<file path="config.mk">
export PLATFORM = sky130hd
export DESIGN_NAME = issue_stage
export DESIGN_NICKNAME = d
export VERILOG_FILES = /design/src/verilog/issue_pkg.sv /design/src/verilog/isa_pkg.sv /design/src/verilog/issue_stage.sv /design/src/verilog/issue_reg.sv /design/src/verilog/issue_cu.sv /design/src/verilog/issue_decoder.sv
export SDC_FILE = /design/constraint.sdc
export NUM_CORES = 1
export LEC_CHECK = 0
export BUFFER_PORTS_ARGS = -buffer_cell sky130_fd_sc_hd__buf_2
export CAP_MARGIN = 20
export CORE_MARGIN = 5
export CORE_UTILIZATION = 39
export CTS_CLUSTER_SIZE = 14
export DETAILED_ROUTE_END_ITERATION = 8
export HOLD_SLACK_MARGIN = 0.03
export PLACE_DENSITY = 0.75
export SLEW_MARGIN = 30
export SYNTH_ARGS = -nofsm -noshare
export SYNTH_HDL_FRONTEND = slang
export SYNTH_HIERARCHICAL = 1
export SYNTH_SLANG_ARGS = --single-unit
</file>
<file path="constraint.sdc">
create_clock -name clk_i -period 6.59 [get_ports clk_i]
set_input_delay 0.3295 -clock clk_i [delete_from_list [all_inputs] [get_ports clk_i]]
set_output_delay 0.3295 -clock clk_i [all_outputs]
set_load 0.1 [all_outputs]
</file>
<file path="src/verilog/issue_pkg.sv">
// Issue stage control types
`default_nettype none

package issue_pkg;

    // what the issue stage must do with an instruction
    typedef enum logic [3:0] {
        ISSUE_TYPE_NONE,    // commit only, result ready
        ISSUE_TYPE_INT,
        ISSUE_TYPE_LUI,
        ISSUE_TYPE_STORE,
        ISSUE_TYPE_BRANCH,
        ISSUE_TYPE_JUMP,
        ISSUE_TYPE_FP,
        ISSUE_TYPE_CSR,
        ISSUE_TYPE_STALL,   // fence, wait for commit to drain
        ISSUE_TYPE_WFI,
        ISSUE_TYPE_EXCEPT
    } issue_type_t;

    // issue control unit states
    typedef enum logic [3:0] {
        S_RESET,
        S_IDLE,
        S_ISSUE_NONE,
        S_ISSUE_INT,
        S_ISSUE_LUI,
        S_ISSUE_STORE,
        S_ISSUE_BRANCH,
        S_ISSUE_JUMP,
        S_ISSUE_FP,
        S_CSR_WAIT_OP,      // wait for rs1 of a CSR instruction
        S_ISSUE_CSR,
        S_ISSUE_EXCEPT,
        S_FETCH_EXCEPT,
        S_STALL             // wait for resume from commit
    } cu_state_t;

endpackage

`default_nettype wire

</file>
<file path="src/verilog/isa_pkg.sv">
// RISC-V ISA definitions
`default_nettype none

package isa_pkg;

    // --------------------------------------------------
    // widths with a meaning
    // --------------------------------------------------
    typedef logic [31:0] instr_t;       // instruction word
    typedef logic [31:0] xlen_t;        // operands and results
    typedef logic [4:0]  reg_addr_t;
    typedef logic [6:0]  opcode_t;
    typedef logic [3:0]  except_code_t; // mcause code

    // --------------------------------------------------
    // major opcodes
    // --------------------------------------------------
    localparam opcode_t OPCODE_LUI      = 7'b0110111;
    localparam opcode_t OPCODE_AUIPC    = 7'b0010111;
    localparam opcode_t OPCODE_JAL      = 7'b1101111;
    localparam opcode_t OPCODE_JALR     = 7'b1100111;
    localparam opcode_t OPCODE_BRANCH   = 7'b1100011;
    localparam opcode_t OPCODE_LOAD     = 7'b0000011;
    localparam opcode_t OPCODE_STORE    = 7'b0100011;
    localparam opcode_t OPCODE_OP_IMM   = 7'b0010011;
    localparam opcode_t OPCODE_OP       = 7'b0110011;
    localparam opcode_t OPCODE_MISC_MEM = 7'b0001111;
    localparam opcode_t OPCODE_SYSTEM   = 7'b1110011;
    localparam opcode_t OPCODE_OP_FP    = 7'b1010011;

    // funct3 of SYSTEM instructions without CSR access
    localparam logic [2:0] FUNCT3_PRIV = 3'b000;

    // full encodings of the privileged SYSTEM instructions
    localparam instr_t INSTR_ECALL  = 32'h0000_0073;
    localparam instr_t INSTR_EBREAK = 32'h0010_0073;
    localparam instr_t INSTR_WFI    = 32'h1050_0073;

    // --------------------------------------------------
    // exception causes
    // --------------------------------------------------
    localparam except_code_t EXC_INSTR_FAULT = 4'd1;
    localparam except_code_t EXC_ILLEGAL     = 4'd2;
    localparam except_code_t EXC_BREAKPOINT  = 4'd3;
    localparam except_code_t EXC_ECALL       = 4'd11; // ecall from M-mode

endpackage

`default_nettype wire
</file>
<file path="src/verilog/issue_stage.sv">
// Issue stage top level
`timescale 1ns/1ps
`default_nettype none

module issue_stage (
    input  logic                  clk_i,
    input  logic                  rst_n_i,
    input  logic                  flush_i,

    // issue queue
    input  logic                  iq_valid_i,
    output logic                  iq_ready_o,
    input  isa_pkg::instr_t       iq_instr_i,
    input  logic                  iq_except_raised_i,
    input  isa_pkg::except_code_t iq_except_code_i,

    // operand of the held instruction
    input  logic                  rs1_ready_i,
    input  isa_pkg::xlen_t        rs1_value_i,

    // execution units
    input  logic                  ex_ready_i,
    output logic                  ex_valid_o,
    output isa_pkg::instr_t       ex_instr_o,

    // integer register status
    output logic                  int_regstat_valid_o,
    output isa_pkg::reg_addr_t    int_regstat_rd_o,

    // commit
    input  logic                  comm_ready_i,
    output logic                  comm_valid_o,
    output isa_pkg::instr_t       comm_instr_o,
    output logic                  comm_res_ready_o,
    output isa_pkg::xlen_t        comm_res_value_o,
    output logic                  comm_jb_instr_o,
    output logic                  comm_except_o,
    output isa_pkg::except_code_t comm_except_code_o,
    input  logic                  comm_resume_i
);

    issue_pkg::issue_type_t issue_type;
    isa_pkg::except_code_t  dec_except_code;
    isa_pkg::instr_t        issue_instr;
    logic                   reg_en;
    logic                   res_sel_rs1;
    logic                   fetch_except;

    // --------------------------------------------------
    // decoder, control unit, issue register
    // --------------------------------------------------
    issue_decoder u_issue_decoder (
        .iq_instr_i         (iq_instr_i),
        .iq_except_raised_i (iq_except_raised_i),
        .issue_type_o       (issue_type),
        .dec_except_code_o  (dec_except_code)
    );

    issue_cu u_issue_cu (
        .clk_i                (clk_i),
        .rst_n_i              (rst_n_i),
        .flush_i              (flush_i),
        .iq_valid_i           (iq_valid_i),
        .iq_ready_o           (iq_ready_o),
        .iq_except_raised_i   (iq_except_raised_i),
        .issue_type_i         (issue_type),
        .issue_rs1_ready_i    (rs1_ready_i),
        .issue_reg_en_o       (reg_en),
        .issue_res_ready_o    (comm_res_ready_o),
        .issue_res_sel_rs1_o  (res_sel_rs1),
        .issue_fetch_except_o (fetch_except),
        .ex_ready_i           (ex_ready_i),
        .ex_valid_o           (ex_valid_o),
        .int_regstat_valid_o  (int_regstat_valid_o),
        .comm_ready_i         (comm_ready_i),
        .comm_valid_o         (comm_valid_o),
        .comm_resume_i        (comm_resume_i),
        .comm_jb_instr_o      (comm_jb_instr_o)
    );

    issue_reg u_issue_reg (
        .clk_i               (clk_i),
        .rst_n_i             (rst_n_i),
        .reg_en_i            (reg_en),
        .flush_i             (flush_i),
        .instr_i             (iq_instr_i),
        .issue_type_i        (issue_type),
        .except_raised_i     (iq_except_raised_i),
        .fetch_except_code_i (iq_except_code_i),
        .dec_except_code_i   (dec_except_code),
        .res_sel_rs1_i       (res_sel_rs1),
        .fetch_except_i      (fetch_except),
        .rs1_value_i         (rs1_value_i),
        .instr_o             (issue_instr),
        .rd_o                (int_regstat_rd_o),
        .res_value_o         (comm_res_value_o),
        .except_o            (comm_except_o),
        .except_code_o       (comm_except_code_o)
    );

    // the same held word goes to both sides
    assign ex_instr_o   = issue_instr;
    assign comm_instr_o = issue_instr;

endmodule

`default_nettype wire

</file>
<file path="src/verilog/issue_reg.sv">
// Issue register
`timescale 1ns/1ps
`default_nettype none

module issue_reg (
    input  logic                   clk_i,
    input  logic                   rst_n_i,
    input  logic                   reg_en_i,
    input  logic                   flush_i,
    input  isa_pkg::instr_t        instr_i,
    input  issue_pkg::issue_type_t issue_type_i,
    input  logic                   except_raised_i,     // fetch exception
    input  isa_pkg::except_code_t  fetch_except_code_i,
    input  isa_pkg::except_code_t  dec_except_code_i,
    input  logic                   res_sel_rs1_i,
    input  logic                   fetch_except_i,
    input  isa_pkg::xlen_t         rs1_value_i,
    output isa_pkg::instr_t        instr_o,
    output isa_pkg::reg_addr_t     rd_o,
    output isa_pkg::xlen_t         res_value_o,
    output logic                   except_o,
    output isa_pkg::except_code_t  except_code_o
);

    isa_pkg::instr_t       instr_q;
    isa_pkg::xlen_t        imm_q;    // U-type immediate
    isa_pkg::reg_addr_t    rd_q;
    isa_pkg::except_code_t code_q;
    logic                  except_q;

    // payload
    always_ff @(posedge clk_i) begin : reg_payload
        if (reg_en_i) begin
            instr_q <= instr_i;
            imm_q   <= {instr_i[31:12], 12'h000};
            rd_q    <= instr_i[11:7];
            code_q  <= except_raised_i ? fetch_except_code_i : dec_except_code_i;
        end
    end

    // exception flag
    always_ff @(posedge clk_i or negedge rst_n_i) begin : reg_except
        if (!rst_n_i) begin
            except_q <= 1'b0;
        end else if (flush_i) begin
            except_q <= 1'b0;
        end else if (reg_en_i) begin
            except_q <= (issue_type_i == issue_pkg::ISSUE_TYPE_EXCEPT);
        end
    end

    assign instr_o       = instr_q;
    assign rd_o          = rd_q;
    assign res_value_o   = res_sel_rs1_i ? rs1_value_i : imm_q;
    assign except_o      = fetch_except_i | except_q;
    assign except_code_o = code_q;

endmodule

`default_nettype wire

</file>
<file path="src/verilog/issue_cu.sv">
// Issue control unit
`timescale 1ns/1ps
`default_nettype none

module issue_cu (
    input  logic                   clk_i,
    input  logic                   rst_n_i,
    input  logic                   flush_i,

    // issue queue
    input  logic                   iq_valid_i,
    output logic                   iq_ready_o,
    input  logic                   iq_except_raised_i,

    // issue register and decoder
    input  issue_pkg::issue_type_t issue_type_i,
    input  logic                   issue_rs1_ready_i,  // CSR operand available
    output logic                   issue_reg_en_o,
    output logic                   issue_res_ready_o,
    output logic                   issue_res_sel_rs1_o,
    output logic                   issue_fetch_except_o,

    // execution units and register status
    input  logic                   ex_ready_i,
    output logic                   ex_valid_o,
    output logic                   int_regstat_valid_o,

    // commit
    input  logic                   comm_ready_i,
    output logic                   comm_valid_o,
    input  logic                   comm_resume_i,
    output logic                   comm_jb_instr_o
);

    issue_pkg::cu_state_t curr_state, v_next_state, next_state;
    logic                 downstream_ready;  // execution and commit both ready
    logic                 ex_transfer;       // class goes to execution too
    logic                 commit_only;

    assign downstream_ready = ex_ready_i & comm_ready_i;

    // --------------------------------------------------
    // state reached by a valid instruction
    // --------------------------------------------------
    always_comb begin : cu_valid_next
        if (iq_except_raised_i) begin
            v_next_state = issue_pkg::S_FETCH_EXCEPT;
        end else begin
            case (issue_type_i)
                issue_pkg::ISSUE_TYPE_NONE:   v_next_state = issue_pkg::S_ISSUE_NONE;
                issue_pkg::ISSUE_TYPE_INT:    v_next_state = issue_pkg::S_ISSUE_INT;
                issue_pkg::ISSUE_TYPE_LUI:    v_next_state = issue_pkg::S_ISSUE_LUI;
                issue_pkg::ISSUE_TYPE_STORE:  v_next_state = issue_pkg::S_ISSUE_STORE;
                issue_pkg::ISSUE_TYPE_BRANCH: v_next_state = issue_pkg::S_ISSUE_BRANCH;
                issue_pkg::ISSUE_TYPE_JUMP:   v_next_state = issue_pkg::S_ISSUE_JUMP;
                issue_pkg::ISSUE_TYPE_FP:     v_next_state = issue_pkg::S_ISSUE_FP;
                issue_pkg::ISSUE_TYPE_CSR:    v_next_state = issue_pkg::S_CSR_WAIT_OP;
                issue_pkg::ISSUE_TYPE_STALL,
                issue_pkg::ISSUE_TYPE_WFI:    v_next_state = issue_pkg::S_STALL;
                default:                      v_next_state = issue_pkg::S_ISSUE_EXCEPT;
            endcase
        end
    end

    // --------------------------------------------------
    // state progression
    // --------------------------------------------------
    always_comb begin : cu_state_prog
        next_state = curr_state; // hold by default
        case (curr_state)
            issue_pkg::S_RESET: next_state = issue_pkg::S_IDLE;
            issue_pkg::S_IDLE: begin
                if (iq_valid_i) next_state = v_next_state;
            end
            issue_pkg::S_ISSUE_NONE,
            issue_pkg::S_ISSUE_LUI: begin
                if (comm_ready_i) begin
                    next_state = iq_valid_i ? v_next_state : issue_pkg::S_IDLE;
                end
            end
            issue_pkg::S_ISSUE_INT,
            issue_pkg::S_ISSUE_STORE,
            issue_pkg::S_ISSUE_BRANCH,
            issue_pkg::S_ISSUE_JUMP,
            issue_pkg::S_ISSUE_FP: begin
                if (downstream_ready) begin
                    next_state = iq_valid_i ? v_next_state : issue_pkg::S_IDLE;
                end
            end
            issue_pkg::S_CSR_WAIT_OP: begin
                if (issue_rs1_ready_i) next_state = issue_pkg::S_ISSUE_CSR;
            end
            issue_pkg::S_ISSUE_CSR,
            issue_pkg::S_ISSUE_EXCEPT,
            issue_pkg::S_FETCH_EXCEPT: begin
                if (comm_ready_i) next_state = issue_pkg::S_STALL; // no speculation past these
            end
            issue_pkg::S_STALL: begin
                if (comm_resume_i) next_state = issue_pkg::S_IDLE;
            end
            default: next_state = issue_pkg::S_RESET;
        endcase
    end

    // --------------------------------------------------
    // outputs, Mealy on the ready inputs
    // --------------------------------------------------
    assign ex_transfer = (curr_state == issue_pkg::S_ISSUE_INT)
                       || (curr_state == issue_pkg::S_ISSUE_STORE)
                       || (curr_state == issue_pkg::S_ISSUE_BRANCH)
                       || (curr_state == issue_pkg::S_ISSUE_JUMP)
                       || (curr_state == issue_pkg::S_ISSUE_FP);
    assign commit_only = (curr_state == issue_pkg::S_ISSUE_NONE)
                       || (curr_state == issue_pkg::S_ISSUE_LUI);

    always_comb begin : cu_out_eval
        iq_ready_o           = 1'b0;
        issue_reg_en_o       = 1'b0;
        issue_res_ready_o    = 1'b0;
        issue_res_sel_rs1_o  = 1'b0;
        issue_fetch_except_o = 1'b0;
        ex_valid_o           = 1'b0;
        int_regstat_valid_o  = 1'b0;
        comm_valid_o         = 1'b0;
        comm_jb_instr_o      = 1'b0;

        if (curr_state == issue_pkg::S_IDLE) begin
            iq_ready_o     = 1'b1;
            issue_reg_en_o = 1'b1;
        end else if (ex_transfer) begin
            ex_valid_o          = downstream_ready;
            comm_valid_o        = downstream_ready;
            iq_ready_o          = downstream_ready;
            issue_reg_en_o      = downstream_ready;
            comm_jb_instr_o     = (curr_state == issue_pkg::S_ISSUE_BRANCH)
                                || (curr_state == issue_pkg::S_ISSUE_JUMP);
            int_regstat_valid_o = downstream_ready
                                & ((curr_state == issue_pkg::S_ISSUE_INT)
                                || (curr_state == issue_pkg::S_ISSUE_JUMP));
        end else if (commit_only) begin
            comm_valid_o        = 1'b1;
            issue_res_ready_o   = 1'b1;  // result is the immediate
            iq_ready_o          = comm_ready_i;
            issue_reg_en_o      = comm_ready_i;
            int_regstat_valid_o = comm_ready_i & (curr_state == issue_pkg::S_ISSUE_LUI);
        end else if (curr_state == issue_pkg::S_ISSUE_CSR) begin
            comm_valid_o        = 1'b1;
            issue_res_ready_o   = 1'b1;
            issue_res_sel_rs1_o = 1'b1;  // csr read returns rs1
            int_regstat_valid_o = comm_ready_i;
        end else if ((curr_state == issue_pkg::S_ISSUE_EXCEPT)
                  || (curr_state == issue_pkg::S_FETCH_EXCEPT)) begin
            comm_valid_o         = 1'b1;
            issue_reg_en_o       = comm_ready_i;
            issue_fetch_except_o = (curr_state == issue_pkg::S_FETCH_EXCEPT);
        end
    end

    always_ff @(posedge clk_i or negedge rst_n_i) begin : cu_state_upd
        if (!rst_n_i) begin
            curr_state <= issue_pkg::S_RESET;
        end else if (flush_i) begin
            curr_state <= issue_pkg::S_IDLE;
        end else begin
            curr_state <= next_state;
        end
    end

endmodule

`default_nettype wire

</file>
<file path="src/verilog/issue_decoder.sv">
// Issue class decoder
`timescale 1ns/1ps
`default_nettype none

module issue_decoder (
    input  isa_pkg::instr_t        iq_instr_i,
    input  logic                   iq_except_raised_i,
    output issue_pkg::issue_type_t issue_type_o,
    output isa_pkg::except_code_t  dec_except_code_o
);

    isa_pkg::opcode_t opcode;
    logic [2:0]       funct3;

    assign opcode = iq_instr_i[6:0];
    assign funct3 = iq_instr_i[14:12];

    // anything not matched below is an illegal instruction
    always_comb begin : dec_class
        issue_type_o      = issue_pkg::ISSUE_TYPE_EXCEPT;
        dec_except_code_o = isa_pkg::EXC_ILLEGAL;
        if (iq_except_raised_i) begin
            dec_except_code_o = isa_pkg::EXC_INSTR_FAULT; // word itself is garbage
        end else begin
            case (opcode)
                isa_pkg::OPCODE_OP,
                isa_pkg::OPCODE_OP_IMM,
                isa_pkg::OPCODE_AUIPC,
                isa_pkg::OPCODE_LOAD:     issue_type_o = issue_pkg::ISSUE_TYPE_INT;
                isa_pkg::OPCODE_LUI:      issue_type_o = issue_pkg::ISSUE_TYPE_LUI;
                isa_pkg::OPCODE_STORE:    issue_type_o = issue_pkg::ISSUE_TYPE_STORE;
                isa_pkg::OPCODE_BRANCH:   issue_type_o = issue_pkg::ISSUE_TYPE_BRANCH;
                isa_pkg::OPCODE_JAL,
                isa_pkg::OPCODE_JALR:     issue_type_o = issue_pkg::ISSUE_TYPE_JUMP;
                isa_pkg::OPCODE_OP_FP:    issue_type_o = issue_pkg::ISSUE_TYPE_FP;
                isa_pkg::OPCODE_MISC_MEM: issue_type_o = issue_pkg::ISSUE_TYPE_STALL;
                isa_pkg::OPCODE_SYSTEM: begin
                    if (funct3 != isa_pkg::FUNCT3_PRIV) begin
                        issue_type_o = issue_pkg::ISSUE_TYPE_CSR;
                    end else if (iq_instr_i == isa_pkg::INSTR_WFI) begin
                        issue_type_o = issue_pkg::ISSUE_TYPE_WFI;
                    end else if (iq_instr_i == isa_pkg::INSTR_ECALL) begin
                        dec_except_code_o = isa_pkg::EXC_ECALL;
                    end else if (iq_instr_i == isa_pkg::INSTR_EBREAK) begin
                        dec_except_code_o = isa_pkg::EXC_BREAKPOINT;
                    end
                end
                default: ; // reserved opcode
            endcase
        end
    end

endmodule

`default_nettype wire

</file>
==> results of run 1 <==
## placed cells by master, fill, tap and decap left out, drive strengths merged, types with 4 or more instances in the layout
cell type	count
inv	7
nor2b	7
nor3	9
and2	15
a21oi	10
mux2	24
edfxtp	36
nor2	13
nand2b	6
clkbuf	5
o211ai	4
nor4	7
nand3	5
nand4	5
buf	189
dfrtp	5
o21ai	18
nand2	18
a211oi	4
## cell families (layout without fill, tap and decap cells)
| logic type | count (synthesis) | count (layout) | synth area share [%] |
|---|---|---|---|
| AO/OA/AOI/OAI | 57 | 57 | 13.3 |
| adder cells (fa/ha/maj) | 2 | 2 | 0.848 |
| other | 1 | 2 | 0.127 |
| AND/OR/NAND/NOR | 102 | 102 | 20.4 |
| buffers and inverters | 61 | 205 | 14.3 |
| XOR/XNOR | 1 | 1 | 0.297 |
| multiplexers | 26 | 26 | 9.83 |
| flip-flops | 41 | 41 | 40.9 |
## registers in the layout, summed over array words and instances (netlist names)
name / flops
u_issue_cu/curr_state: 4
u_issue_reg/instr_o: 32
u_issue_reg/except_code_o: 4
u_issue_reg/except_q: 1
## worst max-delay path by stage
| stage | startpoint | endpoint |
|---|---|---|
| after global placement | u_issue_cu/curr_state[3] | comm_res_value_o[26] |
| after floorplan | u_issue_cu/curr_state[3] | comm_jb_instr_o |
| after global routing | u_issue_cu/curr_state[3] | comm_res_value_o[22] |
| after CTS | u_issue_cu/curr_state[3] | comm_res_value_o[26] |
| after detailed placement | u_issue_cu/curr_state[3] | comm_res_value_o[26] |
| final | u_issue_cu/curr_state[3] | comm_res_value_o[26] |
## metrics by stage
stage               util (%)  cells
global route            51.7    535
detailed placement      50.3    525
global placement        49.9    524
floorplan                  -    291
CTS                     51.7    534
finish                  51.7    535
## cell type report
| cell class | count | area [sq um] |
|---|---|---|
| Antenna cell | 1 | 2.50 |
| Clock buffer | 5 | 68.8 |
| Clock inverter | 3 | 22.5 |
| Fill cell | 692 | 3520 |
| Inverter | 7 | 26.3 |
| Multi-Input combinational cell | 189 | 1340 |
| Sequential cell | 41 | 1210 |
| Tap cell | 99 | 124 |
| Timing Repair Buffer | 190 | 978 |
## Yosys cell counts (6+ instances only)
cell type	number
edfxtp_1	36
o21ai_0	11
nand2_1	18
nor3_1	8
mux2_2	24
nor2b_1	7
o21ai_1	6
buf_4	38
a21oi_1	9
and2_1	15
inv_1	6
nor2_1	12
buf_2	11
## per-layer routing
| layer | share of wire [%] | track usage, % | up-vias |
|---|---|---|---|
| li1 | - | - | 1309 |
| met1 | 37 | 19.9 | 1243 |
| met2 | 53 | 32.0 | 133 |
| met3 | 8.7 | 4.46 | 11 |
| met4 | 1.3 | 4.32 | 2 |
| met5 | 0.081 | 0 | - |
==> impl_metrics.tcl, run 1 <==
set metrics [dict create \
    yosys.area.top_type "edfxtp_1" \
    hold_class "in -> reg" \
    antenna_found_initial 2 \
    async_reset_ff_share_pct 12.2 \
    hold_depth 1 \
    crit_cells 4 \
    fmax_mhz 306 \
    ff2ff_setup_slack_ps 4070 \
    first_pass_iters 4 \
    area_delta_synth_final_pct 27.8 \
    grt_start_max_net_pins 34 \
    worstSkewPairLatency_ps 280 \
    cts_tree "yes" \
    via_count 2698 \
    required_ps 6260 \
    fin_skew_ps 6.89 \
    place_area_sq_um 3670 \
    clk_pin_slew_ps 80 \
    synth-main-ff-cell "edfxtp_1" \
    syn-cell-area_sq_um 2950 \
    wl_per_cell_microns 16.1 \
    grt_pass1_vias 2606 \
    io_pins 189 \
    hpwl_microns 7000 \
    relSlewSlack_pct 41.8 \
    routed_wl_microns 8630 \
    cts_setup_buffers 0 \
    min_period_ps 3270 \
    synthDominantCellAreaShare_pct 36.6 \
    synth_area_leaders "edfxtp_1, buf_4, mux2_2" \
    gp_congestion 0.914 \
    dieArea_sq_um 9410 \
    crit_family "simple AND/OR/NAND/NOR gates" \
    cts.sinks 41 \
    die_h_microns 97.0 \
    outcome "completed" \
    start_util_pct 40.5 \
    fp-row-count 31 \
    io_buffers 188 \
    ys_seq_area_share_pct 40.9 \
    vias_per_cell 5.04 \
    fin_ws_ps 3320 \
    ys_warn_count 6 \
    crit_path_max_fanout 33 \
    ctsResizeCount 0 \
    r2r_end "u_issue_reg/except_q" \
    hold_violations 0 \
    cp-start-kind "flip-flop" \
    r2r-start "u_issue_cu/curr_state[0]" \
    syn_area_per_cell_sq_um 10.1 \
    overflow 0 \
    dp_worst_setup_slack_ps 3640 \
    syn-num-nets 370 \
    worstMarginPinSlew_ps 873 \
    cts_buffers 5 \
    maxCapViolCount 0 \
    crit_type "reg -> out" \
    grt_usage_pct 17.4 \
    rsz0062_at_grt "false" \
    setup-tns-final_ps 0 \
    final_area_sq_um 3770 \
    period_share_pct 49.6 \
    drtIter0Drc 126 \
    finalSetupViolations 0 \
    die_w_microns 97.0 \
    grt_first_pass_wirelength_microns 13600 \
    min_from "iq_instr_i[25]" \
    ys_ff_latch 41 \
    final_nets 513 \
    critPathSlowestCell "dfrtp_1" \
    max-clock-path-buffers 2 \
    slew_viol_final 0 \
    final_layout_size_suffix_gt1_share_pct 55.2 \
    synth_cells 291 \
    cts-htree-levels 2 \
    crit_arrival_ps 2940 \
    drcViolationCount 0 \
    cp_slowest_stage_delay_ps 920 \
    ys_types 57 \
    critPathBufInv 1 \
    whs_ps 233 \
    hold_end "u_issue_reg/instr_o[25]" \
    crit_chain "nor2b_1 > and3_2 > mux2_2 > buf_2" \
    holdBufCountCts 1 \
    end_kind "output port" \
    synth_edf_count 36 \
    ant_nets 0 \
    reg2reg_depth 8 \
    core_sq_um 7290 \
    cts_root_buf "clkbuf_8" \
]
Power of run 1 is left out: the tool's default activity adds up to more than one toggle a clock period on the data nets, which glitch-free logic cannot reach.
==> run 2, diff against run 1 <==
==> constraint.sdc (replaced) <==
create_clock -name clk_i -period 3.05 [get_ports clk_i]
set_input_delay 0.1525 -clock clk_i [delete_from_list [all_inputs] [get_ports clk_i]]
set_output_delay 0.1525 -clock clk_i [all_outputs]
set_load 0.1 [all_outputs]
==> run 2 against run 1 <==
- via count rose by 3.5%
- cell area is 15% higher
- setup slack worse by 2900 ps
- hold slack worse by 190 ps
- wire length is 8.5% higher
- flip-flop and latch count is the same
- sequential share of layout area is 4.1 points lower
- register-to-register slack worse by 3200 ps
==> impl_metrics.tcl, run 2 (synthesized netlist as in run 1, its figures left out) <==
set metrics [dict create \
    maxCapViolCount 0 \
    ff2ff_setup_slack_ps 870 \
    via_count 2792 \
    hpwl_microns 7720 \
    r2r-start "u_issue_cu/curr_state[0]" \
    rsz0062_at_grt "false" \
    final_common_cell "buf_2" \
    crit_type "in -> reg" \
    startpoint "iq_instr_i[24]" \
    outcome "completed" \
    cts.sinks 41 \
    post-route-util_pct 59.4 \
    reg2reg_depth 6 \
    slew_viol_final 0 \
    nFillCells 636 \
    fmax_mhz 379 \
    multiInputGateArea_sq_um 1350 \
    final_layout_size_suffix_gt1_share_pct 55.4 \
    wl_per_cell_microns 17.3 \
    antenna_found_initial 0 \
    first_pass_iters 4 \
    min_from "iq_instr_i[9]" \
    end_kind "flip-flop" \
    period_share_pct 86.4 \
    grt_pass1_vias 2767 \
    grt_start_max_net_pins 32 \
    area_delta_synth_final_pct 46.8 \
    clk_pin_slew_ps 80 \
    hold_violations 0 \
    drtIter0Drc 163 \
    relSlewSlack_pct 61.2 \
    cts_buffers 5 \
    crit_path_max_fanout 4 \
    cts-htree-levels 2 \
    crit_arrival_ps 2870 \
    max-clock-path-buffers 2 \
    seq_area_sq_um 1210 \
    num_antenna_cells 0 \
    r2r_end "u_issue_reg/instr_o[8]" \
    cp_slowest_stage_delay_ps 550 \
    ctsResizeCount 0 \
    worstSkewPairLatency_ps 300 \
    vias_per_cell 5.16 \
    worstMarginPinSlew_ps 580 \
    ant_nets 0 \
    cts_tree "yes" \
    drcViolationCount 0 \
    critPathSlowestCell "dlygate4sd3_1" \
    core_sq_um 7290 \
    largest_reg_flops 32 \
    crit_chain "dlygate4sd3_1 > buf_2 > nor4_1 > nand2_1 > nor4_1 > o211ai_1 > inv_1 > ha_1 > inv_1 > o21ai_0 > o21ai_1 > a211o_1 > a21oi_2" \
    grt_usage_pct 19.0 \
    grt_first_pass_wirelength_microns 14500 \
    fin_ws_ps 415 \
    fin_skew_ps 3.08 \
    start_util_pct 40.5 \
    io_buffers 188 \
    hold_depth 1 \
    finalSetupViolations 0 \
    cts_root_buf "clkbuf_8" \
    most-common-layout-cells "buf_2, edfxtp_1, buf_12" \
    routed_wl_microns 9360 \
    cp-start-kind "input port" \
    die_w_microns 97.0 \
    io_pins 189 \
    gp_congestion 0.922 \
    die_h_microns 97.0 \
    final_nets 520 \
    overflow 0 \
    hold_class "in -> reg" \
    required_ps 3280 \
    fp-row-count 31 \
    min_period_ps 2640 \
    dieArea_sq_um 9410 \
    setup-tns-final_ps 0 \
    dp_worst_setup_slack_ps 394 \
    hold_end "u_issue_reg/instr_o[9]" \
]
## run 2: cell types whose count changed in the layout (fill, tap and decap cells not counted), sizes merged
cell / before / now
buf: 189 / 194
dlygate4sd3: 1 / 3
clkinv: 3 / 2
clkinvlp: 0 / 1
diode: 1 / 0
## run 2: how the worst max path moves through the flow
stage / end / slack, ps / depth (start not counted)
final: u_issue_cu/curr_state[2] / 410 / 13
after global routing: u_issue_cu/curr_state[3] / 300 / 12
after CTS: comm_res_value_o[17] / 470 / 5
after detailed placement: u_issue_cu/curr_state[2] / 390 / 12
after global placement: u_issue_cu/curr_state[2] / 540 / 12
after floorplan: comm_res_ready_o / 360 / 4
## run 2: through the flow
step           hold WS (ps)  area, sq um  std cells
2_1_floorplan          -143         2960        291
3_3_place_gp          -18.8         4190        529
3_5_place_dp          -17.5         4220        530
4_1_cts                30.5         4310        539
5_1_grt                30.3         4330        541
6_report               44.3         4330        541
## run 2: layout make-up
type                       count  area share, %
clock buffer                   5           1.59
clock inverter                 3          0.404
inverter                       7          0.606
multi-input combinational    189           31.1
sequential                    41           27.8
tap                           99           2.86
timing repair buffer         197           35.6
## run 2: repair_timing
item | 4_1_cts | 5_1_grt
endpoints found under the hold margin | 5 | 2
hold buffers | 1 | 2
buffers inserted | 0 | 0
## run 2: critical path, delay by kind of cell
| family | cells | cell delay [ps] |
|---|---|---|
| AO/OA/AOI/OAI | 5 | 1010 |
| adder cells (fa/ha/maj) | 1 | 130 |
| buffers and inverters | 4 | 800 |
| AND/OR/NAND/NOR | 3 | 760 |
## run 2: metal layers
metal | GRT usage [%] | up-vias | routed length (microns)
met3 | 5.25 | 10 | 734
met1 | 19.7 | 1323 | 3230
li1 | - | 1331 | -
met2 | 36.7 | 128 | 5300
met4 | 5.62 | 0 | 100
met5 | 0 | - | 0
Power of run 2 is left out for the same reason.
